--- src/design/bus_map_pkg.sv ---
package bus_map_pkg;

    //////////////////////////////////////////////////////////////
    // Bus widths
    //////////////////////////////////////////////////////////////
    localparam int DATA_W = 8;   // Z80 data bus
    localparam int ADDR_W = 8;   // Low byte of the I/O address

    //////////////////////////////////////////////////////////////
    // I/O register map
    //////////////////////////////////////////////////////////////

    // Channel k: period at base + 2k, volume at base + 2k + 1
    localparam logic [ADDR_W-1:0] IO_CHAN_BASE = 8'hE0;

    localparam logic [ADDR_W-1:0] IO_DAC  = 8'hEC;   // 8-bit audio DAC
    localparam logic [ADDR_W-1:0] IO_BEEP = 8'hFC;   // Cassette beep, bit 0 only

    //////////////////////////////////////////////////////////////
    // Strobe synchronizer
    //////////////////////////////////////////////////////////////
    localparam int SYNC_STAGES = 3;

endpackage

--- src/design/audio_pkg.sv ---
package audio_pkg;

    //////////////////////////////////////////////////////////////
    // Tone channels
    //////////////////////////////////////////////////////////////
    localparam int NUM_CHANNELS = 4;
    localparam int PERIOD_W     = 8;
    localparam int VOLUME_W     = 4;
    localparam int LEVEL_W      = 10;   // Volume times 64

    // Clocks per period tick
    localparam int TONE_PRESCALE = 16;
    localparam int PRESCALE_W    = $clog2(TONE_PRESCALE);

    //////////////////////////////////////////////////////////////
    // Stereo mix
    //////////////////////////////////////////////////////////////
    localparam int MIX_W = 14;

    // Even channels lean left, odd channels lean right
    localparam int unsigned PAN_LEFT  [NUM_CHANNELS] = '{2, 1, 2, 1};
    localparam int unsigned PAN_RIGHT [NUM_CHANNELS] = '{1, 2, 1, 2};

    localparam int DAC_SHIFT  = 4;      // DAC byte lands in mix bits 11:4
    localparam int BEEP_LEVEL = 1023;   // Added to both sides

    //////////////////////////////////////////////////////////////
    // PWM output
    //////////////////////////////////////////////////////////////
    localparam int PWM_W = 10;   // Frame is 2**PWM_W clocks

endpackage

--- src/design/io_bus_port.sv ---
`timescale 1ns/10ps

module io_bus_port
    import bus_map_pkg::*;
    import audio_pkg::*;
(
    input  logic                    clk,
    input  logic                    reset,

    input  logic [ADDR_W-1:0]       addr,
    input  logic [DATA_W-1:0]       wr_data,
    input  logic                    wr_n,
    input  logic                    rd_n,
    input  logic                    iorq_n,

    input  logic [PERIOD_W-1:0]     period [NUM_CHANNELS],
    input  logic [VOLUME_W-1:0]     volume [NUM_CHANNELS],

    output logic [DATA_W-1:0]       rd_data,
    output logic                    rd_oe,
    output logic [DATA_W-1:0]       wr_value,
    output logic [NUM_CHANNELS-1:0] period_wr,
    output logic [NUM_CHANNELS-1:0] volume_wr,
    output logic [DATA_W-1:0]       dac_value,
    output logic                    beep
);

    logic [SYNC_STAGES-1:0]  wr_n_sync;
    logic                    wr_n_last;
    logic                    wr_fall;
    logic                    write_cycle;

    logic [NUM_CHANNELS-1:0] chan_period_hit;
    logic [NUM_CHANNELS-1:0] chan_volume_hit;
    logic                    dac_hit;
    logic                    beep_hit;
    logic                    mapped;

    logic                    dac_wr;
    logic                    beep_wr;

    //////////////////////////////////////////////////////////////
    // Write strobe synchronizer and edge detect
    //////////////////////////////////////////////////////////////
    always_ff @(posedge clk or posedge reset) begin
        if (reset) begin
            wr_n_sync <= '1;   // Bus idles with wr_n high
            wr_n_last <= 1'b1;
        end else begin
            wr_n_sync <= {wr_n_sync[SYNC_STAGES-2:0], wr_n};
            wr_n_last <= wr_n_sync[SYNC_STAGES-1];
        end
    end

    assign wr_fall     = wr_n_last && !wr_n_sync[SYNC_STAGES-1];
    assign write_cycle = wr_fall && !iorq_n;

    // Data is stable for as long as wr_n stays low
    always_ff @(posedge clk) begin
        if (!wr_n)
            wr_value <= wr_data;
    end

    //////////////////////////////////////////////////////////////
    // Address decode
    //////////////////////////////////////////////////////////////
    always_comb begin
        chan_period_hit = '0;
        chan_volume_hit = '0;
        for (int k = 0; k < NUM_CHANNELS; k++) begin
            chan_period_hit[k] = addr == ADDR_W'(IO_CHAN_BASE + 2 * k);
            chan_volume_hit[k] = addr == ADDR_W'(IO_CHAN_BASE + 2 * k + 1);
        end
    end

    assign dac_hit  = addr == IO_DAC;
    assign beep_hit = addr == IO_BEEP;
    assign mapped   = (|chan_period_hit) || (|chan_volume_hit) || dac_hit || beep_hit;

    // One-cycle strobes, aligned with wr_value
    always_ff @(posedge clk or posedge reset) begin
        if (reset) begin
            period_wr <= '0;
            volume_wr <= '0;
            dac_wr    <= 1'b0;
            beep_wr   <= 1'b0;
        end else begin
            period_wr <= chan_period_hit & {NUM_CHANNELS{write_cycle}};
            volume_wr <= chan_volume_hit & {NUM_CHANNELS{write_cycle}};
            dac_wr    <= dac_hit && write_cycle;
            beep_wr   <= beep_hit && write_cycle;
        end
    end

    //////////////////////////////////////////////////////////////
    // DAC and beep registers
    //////////////////////////////////////////////////////////////
    always_ff @(posedge clk or posedge reset) begin
        if (reset) begin
            dac_value <= '0;
            beep      <= 1'b0;
        end else begin
            if (dac_wr)  dac_value <= wr_value;
            if (beep_wr) beep      <= wr_value[0];
        end
    end

    //////////////////////////////////////////////////////////////
    // Readback
    //////////////////////////////////////////////////////////////
    always_comb begin
        rd_data = '0;
        for (int k = 0; k < NUM_CHANNELS; k++) begin
            if (chan_period_hit[k]) rd_data = DATA_W'(period[k]);
            if (chan_volume_hit[k]) rd_data = DATA_W'(volume[k]);   // Zero-extended
        end
        if (dac_hit)  rd_data = dac_value;
        if (beep_hit) rd_data = DATA_W'(beep);
    end

    assign rd_oe = !iorq_n && !rd_n && mapped;

endmodule

--- src/design/tone_channel.sv ---
`timescale 1ns/10ps

module tone_channel
    import bus_map_pkg::*;
    import audio_pkg::*;
(
    input  logic                clk,
    input  logic                reset,

    input  logic [DATA_W-1:0]   wr_value,
    input  logic                period_wr,
    input  logic                volume_wr,

    output logic [PERIOD_W-1:0] period,
    output logic [VOLUME_W-1:0] volume,
    output logic [LEVEL_W-1:0]  level
);

    logic [PRESCALE_W-1:0] prescale_cnt;
    logic                  tick;
    logic [PERIOD_W-1:0]   tone_cnt;
    logic                  phase;
    logic                  hold_high;

    // Registers written by the bus port
    always_ff @(posedge clk or posedge reset) begin
        if (reset) begin
            period <= '0;
            volume <= '0;
        end else begin
            if (period_wr) period <= wr_value[PERIOD_W-1:0];
            if (volume_wr) volume <= wr_value[VOLUME_W-1:0];
        end
    end

    //////////////////////////////////////////////////////////////
    // Square-wave generator
    //////////////////////////////////////////////////////////////
    always_ff @(posedge clk or posedge reset) begin
        if (reset)
            prescale_cnt <= '0;
        else if (tick)
            prescale_cnt <= '0;
        else
            prescale_cnt <= prescale_cnt + 1'b1;
    end

    assign tick      = prescale_cnt == PRESCALE_W'(TONE_PRESCALE - 1);
    assign hold_high = period == '0;

    always_ff @(posedge clk or posedge reset) begin
        if (reset) begin
            tone_cnt <= '0;
            phase    <= 1'b1;
        end else if (hold_high) begin
            tone_cnt <= '0;   // Steady level
            phase    <= 1'b1;
        end else if (tick) begin
            // Half period is period + 1 ticks
            if (tone_cnt >= period) begin
                tone_cnt <= '0;
                phase    <= !phase;
            end else begin
                tone_cnt <= tone_cnt + 1'b1;
            end
        end
    end

    // Level is volume * 64 while the phase is high
    always_ff @(posedge clk or posedge reset) begin
        if (reset)
            level <= '0;
        else if (phase || hold_high)
            level <= {volume, {(LEVEL_W - VOLUME_W){1'b0}}};
        else
            level <= '0;
    end

endmodule

--- src/design/stereo_mixer.sv ---
`timescale 1ns/10ps

module stereo_mixer
    import bus_map_pkg::*;
    import audio_pkg::*;
(
    input  logic               clk,
    input  logic               reset,

    input  logic [LEVEL_W-1:0] level [NUM_CHANNELS],
    input  logic [DATA_W-1:0]  dac_value,
    input  logic               beep,

    output logic [MIX_W-1:0]   mix_l,
    output logic [MIX_W-1:0]   mix_r
);

    logic [MIX_W-1:0] sum_l;
    logic [MIX_W-1:0] sum_r;
    logic [MIX_W-1:0] dac_term;
    logic [MIX_W-1:0] beep_term;

    assign dac_term  = MIX_W'(dac_value) << DAC_SHIFT;
    assign beep_term = beep ? MIX_W'(BEEP_LEVEL) : '0;

    //////////////////////////////////////////////////////////////
    // Weighted sum per side
    //////////////////////////////////////////////////////////////
    always_comb begin
        sum_l = dac_term + beep_term;
        sum_r = dac_term + beep_term;
        for (int k = 0; k < NUM_CHANNELS; k++) begin
            sum_l = sum_l + MIX_W'(level[k] * PAN_LEFT[k]);
            sum_r = sum_r + MIX_W'(level[k] * PAN_RIGHT[k]);
        end
    end

    // Worst case stays below 2**MIX_W
    always_ff @(posedge clk or posedge reset) begin
        if (reset) begin
            mix_l <= '0;
            mix_r <= '0;
        end else begin
            mix_l <= sum_l;
            mix_r <= sum_r;
        end
    end

endmodule

--- src/design/pwm_dac.sv ---
`timescale 1ns/10ps

module pwm_dac
    import audio_pkg::*;
(
    input  logic             clk,
    input  logic             reset,

    input  logic [MIX_W-1:0] mix_l,
    input  logic [MIX_W-1:0] mix_r,

    output logic             audio_l,
    output logic             audio_r
);

    logic [PWM_W-1:0] frame_cnt;
    logic [PWM_W-1:0] cmp_l;
    logic [PWM_W-1:0] cmp_r;
    logic [PWM_W-1:0] cmp_l_now;
    logic [PWM_W-1:0] cmp_r_now;
    logic             frame_start;

    assign frame_start = frame_cnt == '0;

    // New compare values take effect on the first clock of the frame
    assign cmp_l_now = frame_start ? mix_l[MIX_W-1 -: PWM_W] : cmp_l;
    assign cmp_r_now = frame_start ? mix_r[MIX_W-1 -: PWM_W] : cmp_r;

    always_ff @(posedge clk or posedge reset) begin
        if (reset) begin
            frame_cnt <= '0;
            cmp_l     <= '0;
            cmp_r     <= '0;
            audio_l   <= 1'b0;
            audio_r   <= 1'b0;
        end else begin
            frame_cnt <= frame_cnt + 1'b1;   // Wraps every 2**PWM_W clocks
            cmp_l     <= cmp_l_now;
            cmp_r     <= cmp_r_now;
            audio_l   <= frame_cnt < cmp_l_now;
            audio_r   <= frame_cnt < cmp_r_now;
        end
    end

endmodule

--- src/design/aqp_audio.sv ---
`timescale 1ns/10ps

module aqp_audio
    import bus_map_pkg::*;
    import audio_pkg::*;
(
    input  logic              clk,
    input  logic              reset,

    // Z80 I/O bus
    input  logic [ADDR_W-1:0] addr,
    input  logic [DATA_W-1:0] wr_data,
    input  logic              wr_n,
    input  logic              rd_n,
    input  logic              iorq_n,
    output logic [DATA_W-1:0] rd_data,
    output logic              rd_oe,

    // PWM audio
    output logic              audio_l,
    output logic              audio_r
);

    logic [DATA_W-1:0]       wr_value;
    logic [NUM_CHANNELS-1:0] period_wr;
    logic [NUM_CHANNELS-1:0] volume_wr;
    logic [PERIOD_W-1:0]     period [NUM_CHANNELS];
    logic [VOLUME_W-1:0]     volume [NUM_CHANNELS];
    logic [LEVEL_W-1:0]      level  [NUM_CHANNELS];
    logic [DATA_W-1:0]       dac_value;
    logic                    beep;
    logic [MIX_W-1:0]        mix_l;
    logic [MIX_W-1:0]        mix_r;

    //////////////////////////////////////////////////////////////
    // Bus port
    //////////////////////////////////////////////////////////////
    io_bus_port i_io_bus_port (
        .clk       (clk),
        .reset     (reset),
        .addr      (addr),
        .wr_data   (wr_data),
        .wr_n      (wr_n),
        .rd_n      (rd_n),
        .iorq_n    (iorq_n),
        .period    (period),
        .volume    (volume),
        .rd_data   (rd_data),
        .rd_oe     (rd_oe),
        .wr_value  (wr_value),
        .period_wr (period_wr),
        .volume_wr (volume_wr),
        .dac_value (dac_value),
        .beep      (beep)
    );

    //////////////////////////////////////////////////////////////
    // Tone channels
    //////////////////////////////////////////////////////////////
    for (genvar k = 0; k < NUM_CHANNELS; k++) begin : g_chan
        tone_channel i_tone_channel (
            .clk       (clk),
            .reset     (reset),
            .wr_value  (wr_value),
            .period_wr (period_wr[k]),
            .volume_wr (volume_wr[k]),
            .period    (period[k]),
            .volume    (volume[k]),
            .level     (level[k])
        );
    end

    //////////////////////////////////////////////////////////////
    // Mix and PWM output
    //////////////////////////////////////////////////////////////
    stereo_mixer i_stereo_mixer (
        .clk       (clk),
        .reset     (reset),
        .level     (level),
        .dac_value (dac_value),
        .beep      (beep),
        .mix_l     (mix_l),
        .mix_r     (mix_r)
    );

    pwm_dac i_pwm_dac (
        .clk     (clk),
        .reset   (reset),
        .mix_l   (mix_l),
        .mix_r   (mix_r),
        .audio_l (audio_l),
        .audio_r (audio_r)
    );

endmodule

--- config.mk ---
export PLATFORM = sky130hd
export DESIGN_NAME = aqp_audio
export DESIGN_NICKNAME = d
export VERILOG_FILES = /design/src/design/bus_map_pkg.sv /design/src/design/audio_pkg.sv /design/src/design/io_bus_port.sv /design/src/design/tone_channel.sv /design/src/design/stereo_mixer.sv /design/src/design/pwm_dac.sv /design/src/design/aqp_audio.sv
export SDC_FILE = /design/constraint.sdc
export NUM_CORES = 1
export LEC_CHECK = 0
export ABC_CLOCK_PERIOD_IN_PS = 10600
export BUFFER_PORTS_ARGS = -buffer_cell sky130_fd_sc_hd__buf_2
export CAP_MARGIN = 20
export CORE_MARGIN = 8
export CORE_UTILIZATION = 45
export CTS_BUF_LIST = sky130_fd_sc_hd__clkbuf_16
export DETAILED_ROUTE_END_ITERATION = 7
export PLACE_DENSITY = 0.66
export SLEW_MARGIN = 10
export SYNTH_ARGS = -nofsm -noshare
export SYNTH_HDL_FRONTEND = slang
export SYNTH_HIERARCHICAL = 1
export SYNTH_SLANG_ARGS = --single-unit
export TNS_END_PERCENT = 1
--- constraint.sdc ---
create_clock -name clk -period 10.6 [get_ports clk]
set_input_delay 0 -clock clk [delete_from_list [all_inputs] [get_ports clk]]
set_output_delay 0 -clock clk [all_outputs]
set_load 0.03 [all_outputs]
* Word level (Yosys, flattened, before mapping)
Cells that the tools add are included.
Operators by class: multiplexer cells 45, equality and inequality tests 14, bitwise logic cells 2, magnitude comparators 6, $add $sub $neg 18, reductions and logical operators 39
Operators with widths (number):
- $mux 8 | 22
- $eq 8x8->1 const B | 10
- $mux 10 | 7
- $add 14x10->14 | 4
- $add 14x11->14 | 4
- $add 8x1->8 const B | 4
- $ge 8x8->1 | 4
- $logic_not 8->1 | 4
- $lt 10x10->1 | 2
- $add 4x1->4 const B | 4
- $eq 4x4->1 const B | 4
- $mux 4 | 4
- $reduce_bool 2->1 | 8
- $add 12x14->14 | 1
- $mux 1 | 12
- $add 10x1->10 const B | 1
- $logic_not 10->1 | 1
- $and 4x4->4 | 2
- $reduce_and 2->1 | 4
- $reduce_or 4->1 | 2
- $logic_not 1->1 | 7
- $logic_or 1x1->1 | 7
- $logic_and 1x1->1 | 6
Storage, ports and cells: output and inout bits 11, word-level logic and storage cells 164, register bits 231, bits of input ports 21

* Logic depth before layout (Yosys ltp)
Gate-level depths: netlist (run 1).
depth after elaboration 11, gate-level depth with buffers 16, depth with buffers taken out 16

* Modules after synthesis
Netlist (run 1), hierarchy kept.
Modules (own cells, without submodules):
- stereo_mixer | cells each 377, area each 3634.7 µm², seq. area each 700.7 µm², instances 1
- tone_channel at g_chan[2].i_tone_channel ... | cells each 152, area each 1483.9 µm², seq. area each 726.9 µm², instances 2
- tone_channel at g_chan[0].i_tone_channel ... | cells each 152, area each 1482.7 µm², seq. area each 726.9 µm², instances 2
- pwm_dac | cells each 148, area each 1724.2 µm², seq. area each 800.8 µm², instances 1
- io_bus_port | cells each 154, area each 1679.1 µm², seq. area each 820.8 µm², instances 1

* Worst setup path before layout (run 1)
Ideal clock, no wire load.
path type reg2reg, from register i_io_bus_port.beep, to register i_stereo_mixer.mix_r[12], period minus slack after synthesis 4.229 ns, stages on the path, launching flop included 17, setup time 0.080 ns, arrival 4.149 ns, slack 6.371 ns, cell sequence dfrtp_1 > ha_1 > fa_1 > a21o_1 > a21oi_1 > o21bai_1 > a21oi_1 > xnor2_1 > fa_1 > ha_1 > ha_1 > ha_1 > a21oi_1 > nand2_1 > a2111oi_0 > or3_1 > xnor2_1
Between the ends: cells in the longest elaborated chain, start to end 6
RTL lines:
- start, declared | RTL line io_bus_port.sv:25 | output logic beep
- start signal, assigned | RTL line io_bus_port.sv:104 | if (beep_wr) beep <= wr_value[0];
- $mux 10 | RTL line stereo_mixer.sv:24 | assign beep_term = beep ? MIX_W'(BEEP_LEVEL) : '0;
- $add 12x14->14 | RTL line stereo_mixer.sv:31 | sum_r = dac_term + beep_term;
- $add 14x10->14 | RTL line stereo_mixer.sv:34 | sum_r = sum_r + MIX_W'(level[k] * PAN_RIGHT[k]);
- $add 14x11->14 | RTL line stereo_mixer.sv:34
- $add 14x10->14 | RTL line stereo_mixer.sv:34
- $add 14x11->14 | RTL line stereo_mixer.sv:34
- named net i_stereo_mixer.sum_r[12] | RTL line stereo_mixer.sv:19 | logic [MIX_W-1:0] sum_r;
- end signal, assigned | RTL line stereo_mixer.sv:45 | mix_r <= sum_r;
- end, declared | RTL line stereo_mixer.sv:15 | output logic [MIX_W-1:0] mix_r
The timed path passes the listed nets, and every way through them passes these cells. A chain may end at the register's enable or synchronous reset.

* Final worst setup path (run 1)
Ends and elaborated chain as after synthesis.

==> results of run 1 <==
[stage by stage]
stage / setup slack [ns] / total power [mW] / instance area [µm²]
finish: 5.87 / 1.90 / 14000
global route: 5.61 / 2.00 / 14000
CTS: 5.85 / 1.90 / 14000
detailed placement: 5.89 / 1.18 / 13200
global placement: 6.02 / 1.17 / 13100
floorplan: 6.37 / 1.12 / 12800
[layer usage]
layer,vias up,wire [µm],global-route usage [%]
met5,-,0,0
met4,0,702,6.32
met3,37,847,3.17
met2,154,12400,27.3
met1,4296,11800,20.0
li1,4292,-,-
[worst register-to-register path, delay by kind of cell, from the launching register on]
family | cells | cell delay [ns]
and+or+nand+nor | 2 | 0.30
xor gates and xnor gates | 2 | 0.36
DFF | 1 | 0.55
AOI/OAI and AO/OA | 6 | 1.26
adders and majority gates | 6 | 2.17
[flip-flops by register name, summed over array words and instances (netlist names), 8 cells and up]
register and count:
i_pwm_dac/cmp_l 10, i_pwm_dac/frame_cnt 10, g_chan.i_tone_channel/level 16, i_io_bus_port/dac_value 8, i_stereo_mixer/mix_l 10, i_io_bus_port/wr_value 8, g_chan.i_tone_channel/period 32, g_chan.i_tone_channel/prescale_cnt 16
g_chan.i_tone_channel/tone_cnt 32, g_chan.i_tone_channel/volume 16, i_pwm_dac/cmp_r 10, i_stereo_mixer/mix_r 10
[what timing repair did]
| action | CTS | global route |
|---|---|---|
| gates resized for setup | 0 | 0 |
| hold buffers | 16 | 0 |
| endpoints found under the hold margin | 192 | 0 |
[cells in the final DEF, fill, tap and decap left out, drive strengths merged, types with 5 or more instances in the layout]
cell,instances
a221oi,5
nor2,75
nor3,24
xnor2,20
nor3b,5
mux2,33
dlygate4sd3,16
a21o,6
nor2b,36
dfstp,8
clkinv,5
edfxtp,8
ha,100
a211oi,20
nand2,100
or2,7
or3b,6
a31oi,26
dfrtp,183
inv,217
nand3b,8
o21ai,70
and3,11
and2,5
buf,37
a21oi,42
a221o,5
fa,59
clkbuf,17
nand4,15
nand3,53
conb,24
xor2,16
mux2i,25
[area by class of cell]
type / instances / area share, %
Multi-Input combinational cell: 840 / 47.6
Sequential cell: 199 / 35.8
Inverter: 210 / 5.61
Tap cell: 378 / 3.37
Clock buffer: 17 / 3.03
Timing Repair Buffer: 53 / 2.99
Clock inverter: 15 / 1.62
[power groups by stage]
stage / logic, mW / clock network (mW) / registers (mW)
5_1_grt: 0.398 / 0.750 / 0.856
3_5_place_dp: 0.319 / 0 / 0.865
3_3_place_gp: 0.308 / 0 / 0.864
4_1_cts: 0.327 / 0.722 / 0.850
6_report: 0.340 / 0.707 / 0.850
2_1_floorplan: 0.265 / 0 / 0.854
[worst paths after layout]
| path | to | slack [ns] | start |
|---|---|---|---|
| min reg2reg | i_io_bus_port/wr_n_sync[2] | 0.36 | i_io_bus_port/wr_n_sync[1] |
| max in group asynchronous | g_chan[2].i_tone_channel/phase | 9.75 | reset |
| max | i_stereo_mixer/mix_r[12] | 5.87 | i_io_bus_port/beep |
| min in group clk | i_io_bus_port/volume_wr[1] | 0.05 | addr[1] |
| max reg2reg | i_stereo_mixer/mix_r[12] | 5.87 | i_io_bus_port/beep |
| min | g_chan[0].i_tone_channel/level[9] | 0.05 | reset |
==> results.md, run 1 <==
* Share of power burned in registers at 44.8%
* Delay of the slowest cell on the worst path at 0.55 ns
* Final Hold Fails at 0
* Number of pins with negative max-slew slack in the final report at 0
* Power density relative to cell area at 135 nW/µm²
* Via total after detailed routing at 8779
* Starting density of the core at 45.8%
* CP Data Arrival Time at 5.08 ns
* Final-layout fill cell count at 2529
* Part of the power in the clock network at 37.3%
* # nets final at 1501
* Leakage at 6.81 nW
* Area of all sequential standard cells at 5030 µm²
* Maximum fanout along the worst path at 12
* Minimum clock period at 4.73 ns
* Setup Skew at 0.0249 ns
* Area of the core at 27900 µm²
* Endpoint required time on the critical path at 10.95 ns
* Internal power component at 1.35 mW
* Top-level port count at 32
* Final antenna diode count at 0
* Net Switching at 550 µW
* Clk pin slew, worst setup/hold paths at 0.08 ns
* Antenna viol nets, final at 0
* Setup Viol. Count Final at 0
* Number of I/O port buffers at 31
* Clock insertion delay at the later pin of the skew report at 0.45 ns
* Combined area of the multi-input logic cells at 6680 µm²
* Result of the run: complete, no violations
* DP Wirelength at 19300 µm
* Number of core rows at 61
* Top cell by count, worst path: sky130_fd_sc_hd__ha_1
* Slew at the pin closest to its max-slew limit at 0.912 ns
* Sum of negative setup slack at 0 ns
* CTS buffer count at 17
* Number of placed instances, taps included at 1663
* Die ar. at 34000 µm²
* Via density per instance at 5.13
* Number of cells on the worst reg-to-reg path at 16
* First-pass GRT wire length at 44300 µm
* Number of search-and-repair iterations in the first detailed-routing pass at 5
* Antenna violations before repair at 0
* Worst setup SP type: flip-flop
* # DRC at 0
* TritonCTS Sinks at 199
* Avg WL per Cell at 15.1 µm
* Headroom to the max-slew limit at 39.0%
* Worst min path class: input pin to asynchronous set/reset pin
* Clock root cell: sky130_fd_sc_hd__clkbuf_16
* Kind of end point of the critical path: flip-flop
* Syn Std Cell Area at 12800 µm²
* CTS H-tree lvls at 4
* # Post-CTS Setup Buffers at 0
* Final period utilization at 44.7%
* Via count of the first global-routing pass at 9054
* Synthesis warning total at 6
* Share of layout cells above drive strength 1 at 11.1%
* Mean area per synthesized cell at 10.0 µm²
* Die Wd at 184 µm
* Area growth syn-to-layout at 10.1%
* Hold slack at 0.0459 ns
* 1st-iter DRT viols at 481
* Maximum number of buffers from clock root to sink at 2
* RSZ-0062 raised after global routing: no
* Core occupancy in the finished layout at 50.4%
* Cell-by-cell trace of the critical path: ha_1 -> fa_1 -> a21o_1 -> a21oi_1 -> o21bai_1 -> a21oi_1 -> xnor2_1 -> fa_1 -> ha_1 -> ha_1 -> ha_1 -> a21oi_1 -> nand2_1 -> a2111oi_0 -> or3_1 -> xnor2_1
* Post-Layout Cell Count at 1712
* Crit path max-delay cell type: sky130_fd_sc_hd__dfrtp_1
* Switching power as a share of total power at 29.0%
* Total of max-cap violations at 0
* Maximum number of pins on one net before global-route repair at 33
* Post-synthesis instance total at 1276
* Maximum clock frequency at 211 MHz
* Part of the power in combinational logic at 17.9%
* Clock tree from TritonCTS: built
* Cell count along the critical path at 16
* CP bufs+invs at 0
* Routability cong. at 0.862
* Total overflow reported by the global router at 0
* Worst path top cell family by delay: adder cells
* Total Routing Usage GR at 16.1%
* Die extent in y at 184 µm
* Wirelength, routed at 25800 µm
* IR Drop Worst-Case VDD at 0.000113 V
* Critical Setup Path Class: flip-flop to flip-flop
Power figures use the tool's default switching activity.
==> run 2: changes to the inputs <==
- ABC_CLOCK_PERIOD_IN_PS: 10600 -> 4850
- clock period: 10.6 -> 4.85 ns (I/O delays scaled with it)
==> results.md, run 2 (synthesis gave the netlist of run 1 again) <==
* Result of the run: complete, no violations
* First-pass GRT wire length at 44000 µm
* Share of layout cells above drive strength 1 at 11.2%
* Global routing met2 resource utilization at 26.8%
* Met3 GRT Util at 3.31%
* Top-level port count at 32
* Final antenna diode count at 0
* Worst min path class: input pin to flip-flop
* Hold EP: i_io_bus_port/volume_wr[1]
* CP bufs+invs at 0
* Internal power component at 2.80 mW
* 1st-iter DRT viols at 392
* Register-to-register setup slack at 0.40 ns
* Final period utilization at 91.8%
* Crit Reg-Reg Endpoint: i_stereo_mixer/mix_l[12]
* Maximum fanout along the worst path at 6
* Area growth syn-to-layout at 9.65%
* Number of I/O port buffers at 31
* Worst setup SP type: flip-flop
* Number of core rows at 61
* Setup ws final at 0.397 ns
* Post-place instance area at 13200 µm²
* Minimum clock period at 4.45 ns
* Routability cong. at 0.846
* Largest registers ranked by flip-flop count: g_chan.i_tone_channel/period: 32 flops, g_chan.i_tone_channel/tone_cnt: 32 flops
* Net Switching at 1.23 mW
* CTS buffer count at 17
* IR Drop Worst-Case VDD at 0.000223 V
* Total Routing Usage GR at 16.0%
* Most frequent standard cell in the layout excluding fill and tap cells: sky130_fd_sc_hd__inv_1
* Clock tree from TritonCTS: built
* Cell count along the critical path at 16
* Antenna viol nets, final at 0
* Critical Setup Path Class: flip-flop to flip-flop
* Worst path top cell family by delay: adder cells
* Maximum clock frequency at 225 MHz
* Total overflow reported by the global router at 0
* Die extent in y at 184 µm
* Number of cells on the worst reg-to-reg path at 16
* Via density per instance at 5.12
* Clk pin slew, worst setup/hold paths at 0.08 ns
* Launch instance of the worst register-to-register path: i_io_bus_port/dac_value[0]
* Switching power as a share of total power at 30.5%
* Die ar. at 34000 µm²
* TritonCTS Sinks at 199
* Endpoint required time on the critical path at 5.19 ns
* Maximum number of pins on one net before global-route repair at 30
* Area of the core at 27900 µm²
* Leakage at 6.78 nW
* # DRC at 0
* Via count of the first global-routing pass at 8722
* Top cell by count, worst path: sky130_fd_sc_hd__ha_1
* RSZ-0062 raised after global routing: no
* Delay of the slowest cell on the worst path at 0.49 ns
* Setup Skew at 0.0155 ns
* CP Data Arrival Time at 4.80 ns
* Avg WL per Cell at 15.1 µm
* Min-delay src: addr[1]
* Hold slack at 0.0619 ns
* Total of max-cap violations at 0
* Slew at the pin closest to its max-slew limit at 0.728 ns
* Die Wd at 184 µm
* Setup Viol. Count Final at 0
* Part of the power in combinational logic at 18.3%
* Cell area after layout at 14000 µm²
* Power density relative to cell area at 288 nW/µm²
* # Post-CTS Setup Buffers at 0
* Number of pins with negative max-slew slack in the final report at 0
* Number of search-and-repair iterations in the first detailed-routing pass at 5
* Final Hold Fails at 0
* Clock root cell: sky130_fd_sc_hd__clkbuf_16
* Starting density of the core at 45.8%
* Highest-utilization routing layer at the global route stage: met2
* Share of power burned in registers at 46.1%
* Via total after detailed routing at 8779
* Minimum setup slack after placement at 0.416 ns
* Hold Crit Depth at 3
* Commonest cells after routing, fill and taps aside: sky130_fd_sc_hd__inv_1 (210), sky130_fd_sc_hd__dfrtp_1 (183), sky130_fd_sc_hd__nand2_1 (100), sky130_fd_sc_hd__ha_1 (100), sky130_fd_sc_hd__nor2_1 (71)
* Clock insertion delay at the later pin of the skew report at 0.44 ns
* Met1 Usage GRT at 20.4%
* Crit path max-delay cell type: sky130_fd_sc_hd__fa_1
* Kind of end point of the critical path: flip-flop
* Headroom to the max-slew limit at 51.4%
* Part of the power in the clock network at 35.6%
* Cell-by-cell trace of the critical path: ha_1 -> fa_1 -> a21o_1 -> a21oi_1 -> o21bai_1 -> a21oi_1 -> xnor2_1 -> fa_1 -> ha_1 -> ha_1 -> ha_1 -> a21o_1 -> a31oi_1 -> o2bb2ai_1 -> a31o_1 -> xnor2_1
* Antenna violations before repair at 0
* # nets final at 1502
* Wirelength, routed at 25900 µm
* DP Wirelength at 19700 µm
* CTS H-tree lvls at 4
* Sum of negative setup slack at 0 ns
* Maximum number of buffers from clock root to sink at 2
==> run 2: worst max path at each step <==
stage | startpoint | to
CTS | i_io_bus_port/dac_value[0] | i_stereo_mixer/mix_r[12]
global placement | i_io_bus_port/dac_value[0] | i_stereo_mixer/mix_r[12]
finish | i_io_bus_port/dac_value[0] | i_stereo_mixer/mix_l[12]
global route | i_io_bus_port/dac_value[0] | i_stereo_mixer/mix_r[12]
floorplan | i_io_bus_port/beep | i_stereo_mixer/mix_r[12]
detailed placement | i_io_bus_port/dac_value[0] | i_stereo_mixer/mix_r[12]
==> run 2: power groups by stage <==
stage	Clock, mW	Combinational [mW]	Sequential, mW
final	1.43	0.739	1.86
after global routing	1.53	0.861	1.87
after CTS	1.47	0.710	1.86
after detailed placement	0	0.697	1.89
after global placement	0	0.674	1.89
after floorplan	0	0.579	1.87
==> run 2: per-stage QoR <==
step	std cells	util (%)	total power, mW
finish	1713	50.2	4.03
global route	1713	50.2	4.27
CTS	1712	50.1	4.04
detailed placement	1665	47.4	2.59
global placement	1663	47.2	2.56
floorplan	1296	-	2.45
==> run 2: worst min-delay path, stage by stage <==
cell and delay [ns]:
sky130_fd_sc_hd__buf_2 0.26, sky130_fd_sc_hd__nand2_1 0.15, sky130_fd_sc_hd__nor3_2 0.04
==> run 2: metal layers <==
layer  vias up  part of all wire (%)
met2       144                    48
met5         -                     0
met3        33                   3.8
li1       4315                     -
met1      4287                    46
met4         0                   2.0
==> run 2: cell type report <==
type / count / area (µm²)
clock inverter: 15 / 171
fill: 2538 / 13900
inverter: 210 / 788
multi-input combinational: 840 / 6680
tap: 378 / 473
clock buffer: 17 / 425
sequential: 199 / 5030
timing repair buffer: 54 / 425
==> run 2: repair_timing <==
| action | CTS | global route |
|---|---|---|
| resized for setup | 0 | 0 |
| hold endpoints to repair | 164 | 0 |
| hold buffers | 15 | 0 |
==> run 3: changes to the inputs <==
- CTS_CLUSTER_SIZE: not set -> 14
- SYNTH_HIERARCHICAL: 1 -> not set
==> results.md, run 3 <==
* Number of placed instances, taps included at 1298
* Via total after detailed routing at 7157
* Result of the run: complete, no violations
* Maximum number of buffers from clock root to sink at 2
* Total overflow reported by the global router at 0
* Clock tree from TritonCTS: built
* Clock root cell: sky130_fd_sc_hd__clkbuf_16
* Antenna viol nets, final at 0
* Endpoint required time on the critical path at 5.20 ns
* Routability cong. at 0.863
* Total of cells resized after clock tree synthesis at 0
* Post-Layout Cell Count at 1348
* CP Data Arrival Time at 4.68 ns
* Crit path max-delay cell type: sky130_fd_sc_hd__dfrtp_1
* Cell types with the largest area share after synthesis: sky130_fd_sc_hd__dfrtp_1 (43%), sky130_fd_sc_hd__ha_1 (10%), sky130_fd_sc_hd__fa_1 (4.4%)
* Kind of end point of the critical path: flip-flop
* Share of layout cells above drive strength 1 at 13.2%
* RSZ-0062 raised after global routing: no
* Number of pins with negative max-slew slack in the final report at 0
* DP Wirelength at 15600 µm
* Setup Viol. Count Final at 0
* Area of the core at 23200 µm²
* Clk pin slew, worst setup/hold paths at 0.07 ns
* Post-synthesis instance total at 968
* Die ar. at 28500 µm²
* Avg WL per Cell at 16.0 µm
* # DRC at 0
* Headroom to the max-slew limit at 38.1%
* Total Routing Usage GR at 16.1%
* EDFF count, synth at 8
* Minimum clock period at 4.33 ns
* Starting density of the core at 45.4%
* Maximum clock frequency at 231 MHz
* Setup Skew at 0.0152 ns
* Number of I/O port buffers at 31
* Share of flip-flops with an asynchronous set or reset at 95.9%
* Sum of negative setup slack at 0 ns
* Die extent in y at 169 µm
* Power density relative to cell area at 282 nW/µm²
* Final Hold Fails at 0
* Worst path top cell family by delay: adder cells
* Delay of the slowest cell on the worst path at 0.49 ns
* Post-synthesis sequential area ratio at 47.3%
* Synth cell count leaders: sky130_fd_sc_hd__dfrtp_1 (181), sky130_fd_sc_hd__inv_1 (113), sky130_fd_sc_hd__ha_1 (88)
* Number of search-and-repair iterations in the first detailed-routing pass at 5
* TritonCTS Sinks at 197
* Via density per instance at 5.31
* CP bufs+invs at 0
* # nets final at 1148
* Area growth syn-to-layout at 12.2%
* Most used flip-flop cell after synthesis: sky130_fd_sc_hd__dfrtp_1
* Die Wd at 169 µm
* Syn Std Cell Area at 10500 µm²
* Synthesis warning total at 0
* Number of core rows at 56
* Cell taking the most area after synthesis: sky130_fd_sc_hd__dfrtp_1
* Worst min path class: input pin to flip-flop
* Clock insertion delay at the later pin of the skew report at 0.44 ns
* Antenna violations before repair at 1
* IR Drop Worst-Case VDD at 0.000208 V
* First-pass GRT wire length at 36900 µm
* Post-synthesis net count at 1100
* Top-count cell post-synth: sky130_fd_sc_hd__dfrtp_1
* Most frequent standard cell in the layout excluding fill and tap cells: sky130_fd_sc_hd__dfrtp_1
* CTS H-tree lvls at 4
* Wirelength, routed at 21600 µm
* Final antenna diode count at 0
* Final-layout fill cell count at 2049
* Total of max-cap violations at 0
* 1st-iter DRT viols at 362
* Slew at the pin closest to its max-slew limit at 0.929 ns
* Maximum fanout along the worst path at 8
* CTS buffer count at 17
* Post-synth top area share at 43.1%
* Post-route total power at 3.33 mW
* Maximum number of pins on one net before global-route repair at 155
* Synthesized flop and latch total at 197
* Critical Setup Path Class: flip-flop to flip-flop
* Largest registers ranked by flip-flop count: g_chan.i_tone_channel.period: 32 flops, g_chan.i_tone_channel.tone_cnt: 32 flops
* Cell-by-cell trace of the critical path: ha_1 -> fa_1 -> a21o_1 -> a21oi_1 -> o21bai_1 -> a21oi_1 -> xnor2_1 -> fa_1 -> ha_1 -> ha_1 -> ha_1 -> a21oi_1 -> o21bai_1 -> a21oi_1 -> xnor2_1
* Via count of the first global-routing pass at 7356
* Top-level port count at 32
* Mean area per synthesized cell at 10.9 µm²
* Commonest cells after routing, fill and taps aside: sky130_fd_sc_hd__dfrtp_1 (181), sky130_fd_sc_hd__inv_1 (112), sky130_fd_sc_hd__ha_1 (88), sky130_fd_sc_hd__o21ai_0 (74), sky130_fd_sc_hd__nand2_1 (71)
* Leakage at 5.97 nW
* Final period utilization at 89.3%
* Number of distinct library cells after synthesis at 63
* Worst setup SP type: flip-flop
-- run 3: final timing paths --
path / startpoint / cells after the start / to / slack, ns
max: i_io_bus_port.beep / 15 / i_stereo_mixer.mix_r[13] / 0.52
max reg2reg: i_io_bus_port.beep / 15 / i_stereo_mixer.mix_r[13] / 0.52
min reg2reg: i_io_bus_port.wr_n_sync[1] / 0 / i_io_bus_port.wr_n_sync[2] / 0.36
min: addr[0] / 3 / i_io_bus_port.volume_wr[0] / 0.08
max in group asynchronous: reset / 4 / i_io_bus_port.period_wr[3] / 3.31
min in group asynchronous: reset / 3 / i_pwm_dac.cmp_l[1] / 0.24
-- run 3: routing by layer --
layer | routed length (µm) | GRT usage, %
met3 | 527 | 2.91
met2 | 10600 | 26.7
met1 | 10100 | 20.8
met4 | 473 | 5.86
met5 | 10 | 0
-- run 3: worst register-to-register path: cells and delay by family, from the launching register on --
family / cells / cell delay, ns
AOI/OAI and AO/OA: 7 / 1.27
DFF: 1 / 0.49
xor gates and xnor gates: 2 / 0.39
adders and majority gates: 6 / 2.11
-- run 3: report_power, final --
group / internal [mW] / switching [mW] / leakage (nW)
registers: 1.68 / 0.0307 / 2.66
clock network: 0.787 / 0.679 / 0.300
logic: 0.0536 / 0.101 / 3.01
-- run 3: repair_timing --
action                                  CTS  global route
endpoints found under the hold margin    59             0
setup buffers                             0             0
hold buffers                             18             0
endpoints found under the setup margin    0             0
-- run 3: logic make-up after synthesis --
kind of cell | Yosys count | share of synthesized area, %
AOI/OAI and AO/OA | 214 | 13.1
xor gates and xnor gates | 25 | 2.08
adders and majority gates | 111 | 14.8
buffers and inverters | 136 | 5.03
DFF | 197 | 47.3
muxes | 57 | 6.17
and+or+nand+nor | 228 | 11.4
-- run 3: stage by stage --
| step | utilization [%] | worst slack (ns) | instance area, µm² | hold slack (ns) |
|---|---|---|---|---|
| after floorplan | - | 0.938 | 10500 | 0.00448 |
| after global placement | 47.4 | 0.696 | 11000 | 0.125 |
| after detailed placement | 47.4 | 0.569 | 11000 | 0.126 |
| after CTS | 50.9 | 0.513 | 11800 | 0.0748 |
| after global routing | 50.9 | 0.241 | 11800 | 0.131 |
| final | 50.9 | 0.520 | 11800 | 0.0806 |
-- run 3: cell type report --
class | instances | area, µm² | area share [%]
Clock buffer | 17 | 425 | 3.60
Clock inverter | 15 | 191 | 1.62
Inverter | 114 | 432 | 3.66
Multi-Input combinational cell | 635 | 5010 | 42.5
Sequential cell | 197 | 4980 | 42.2
Tap cell | 319 | 399 | 3.38
Timing Repair Buffer | 51 | 363 | 3.07
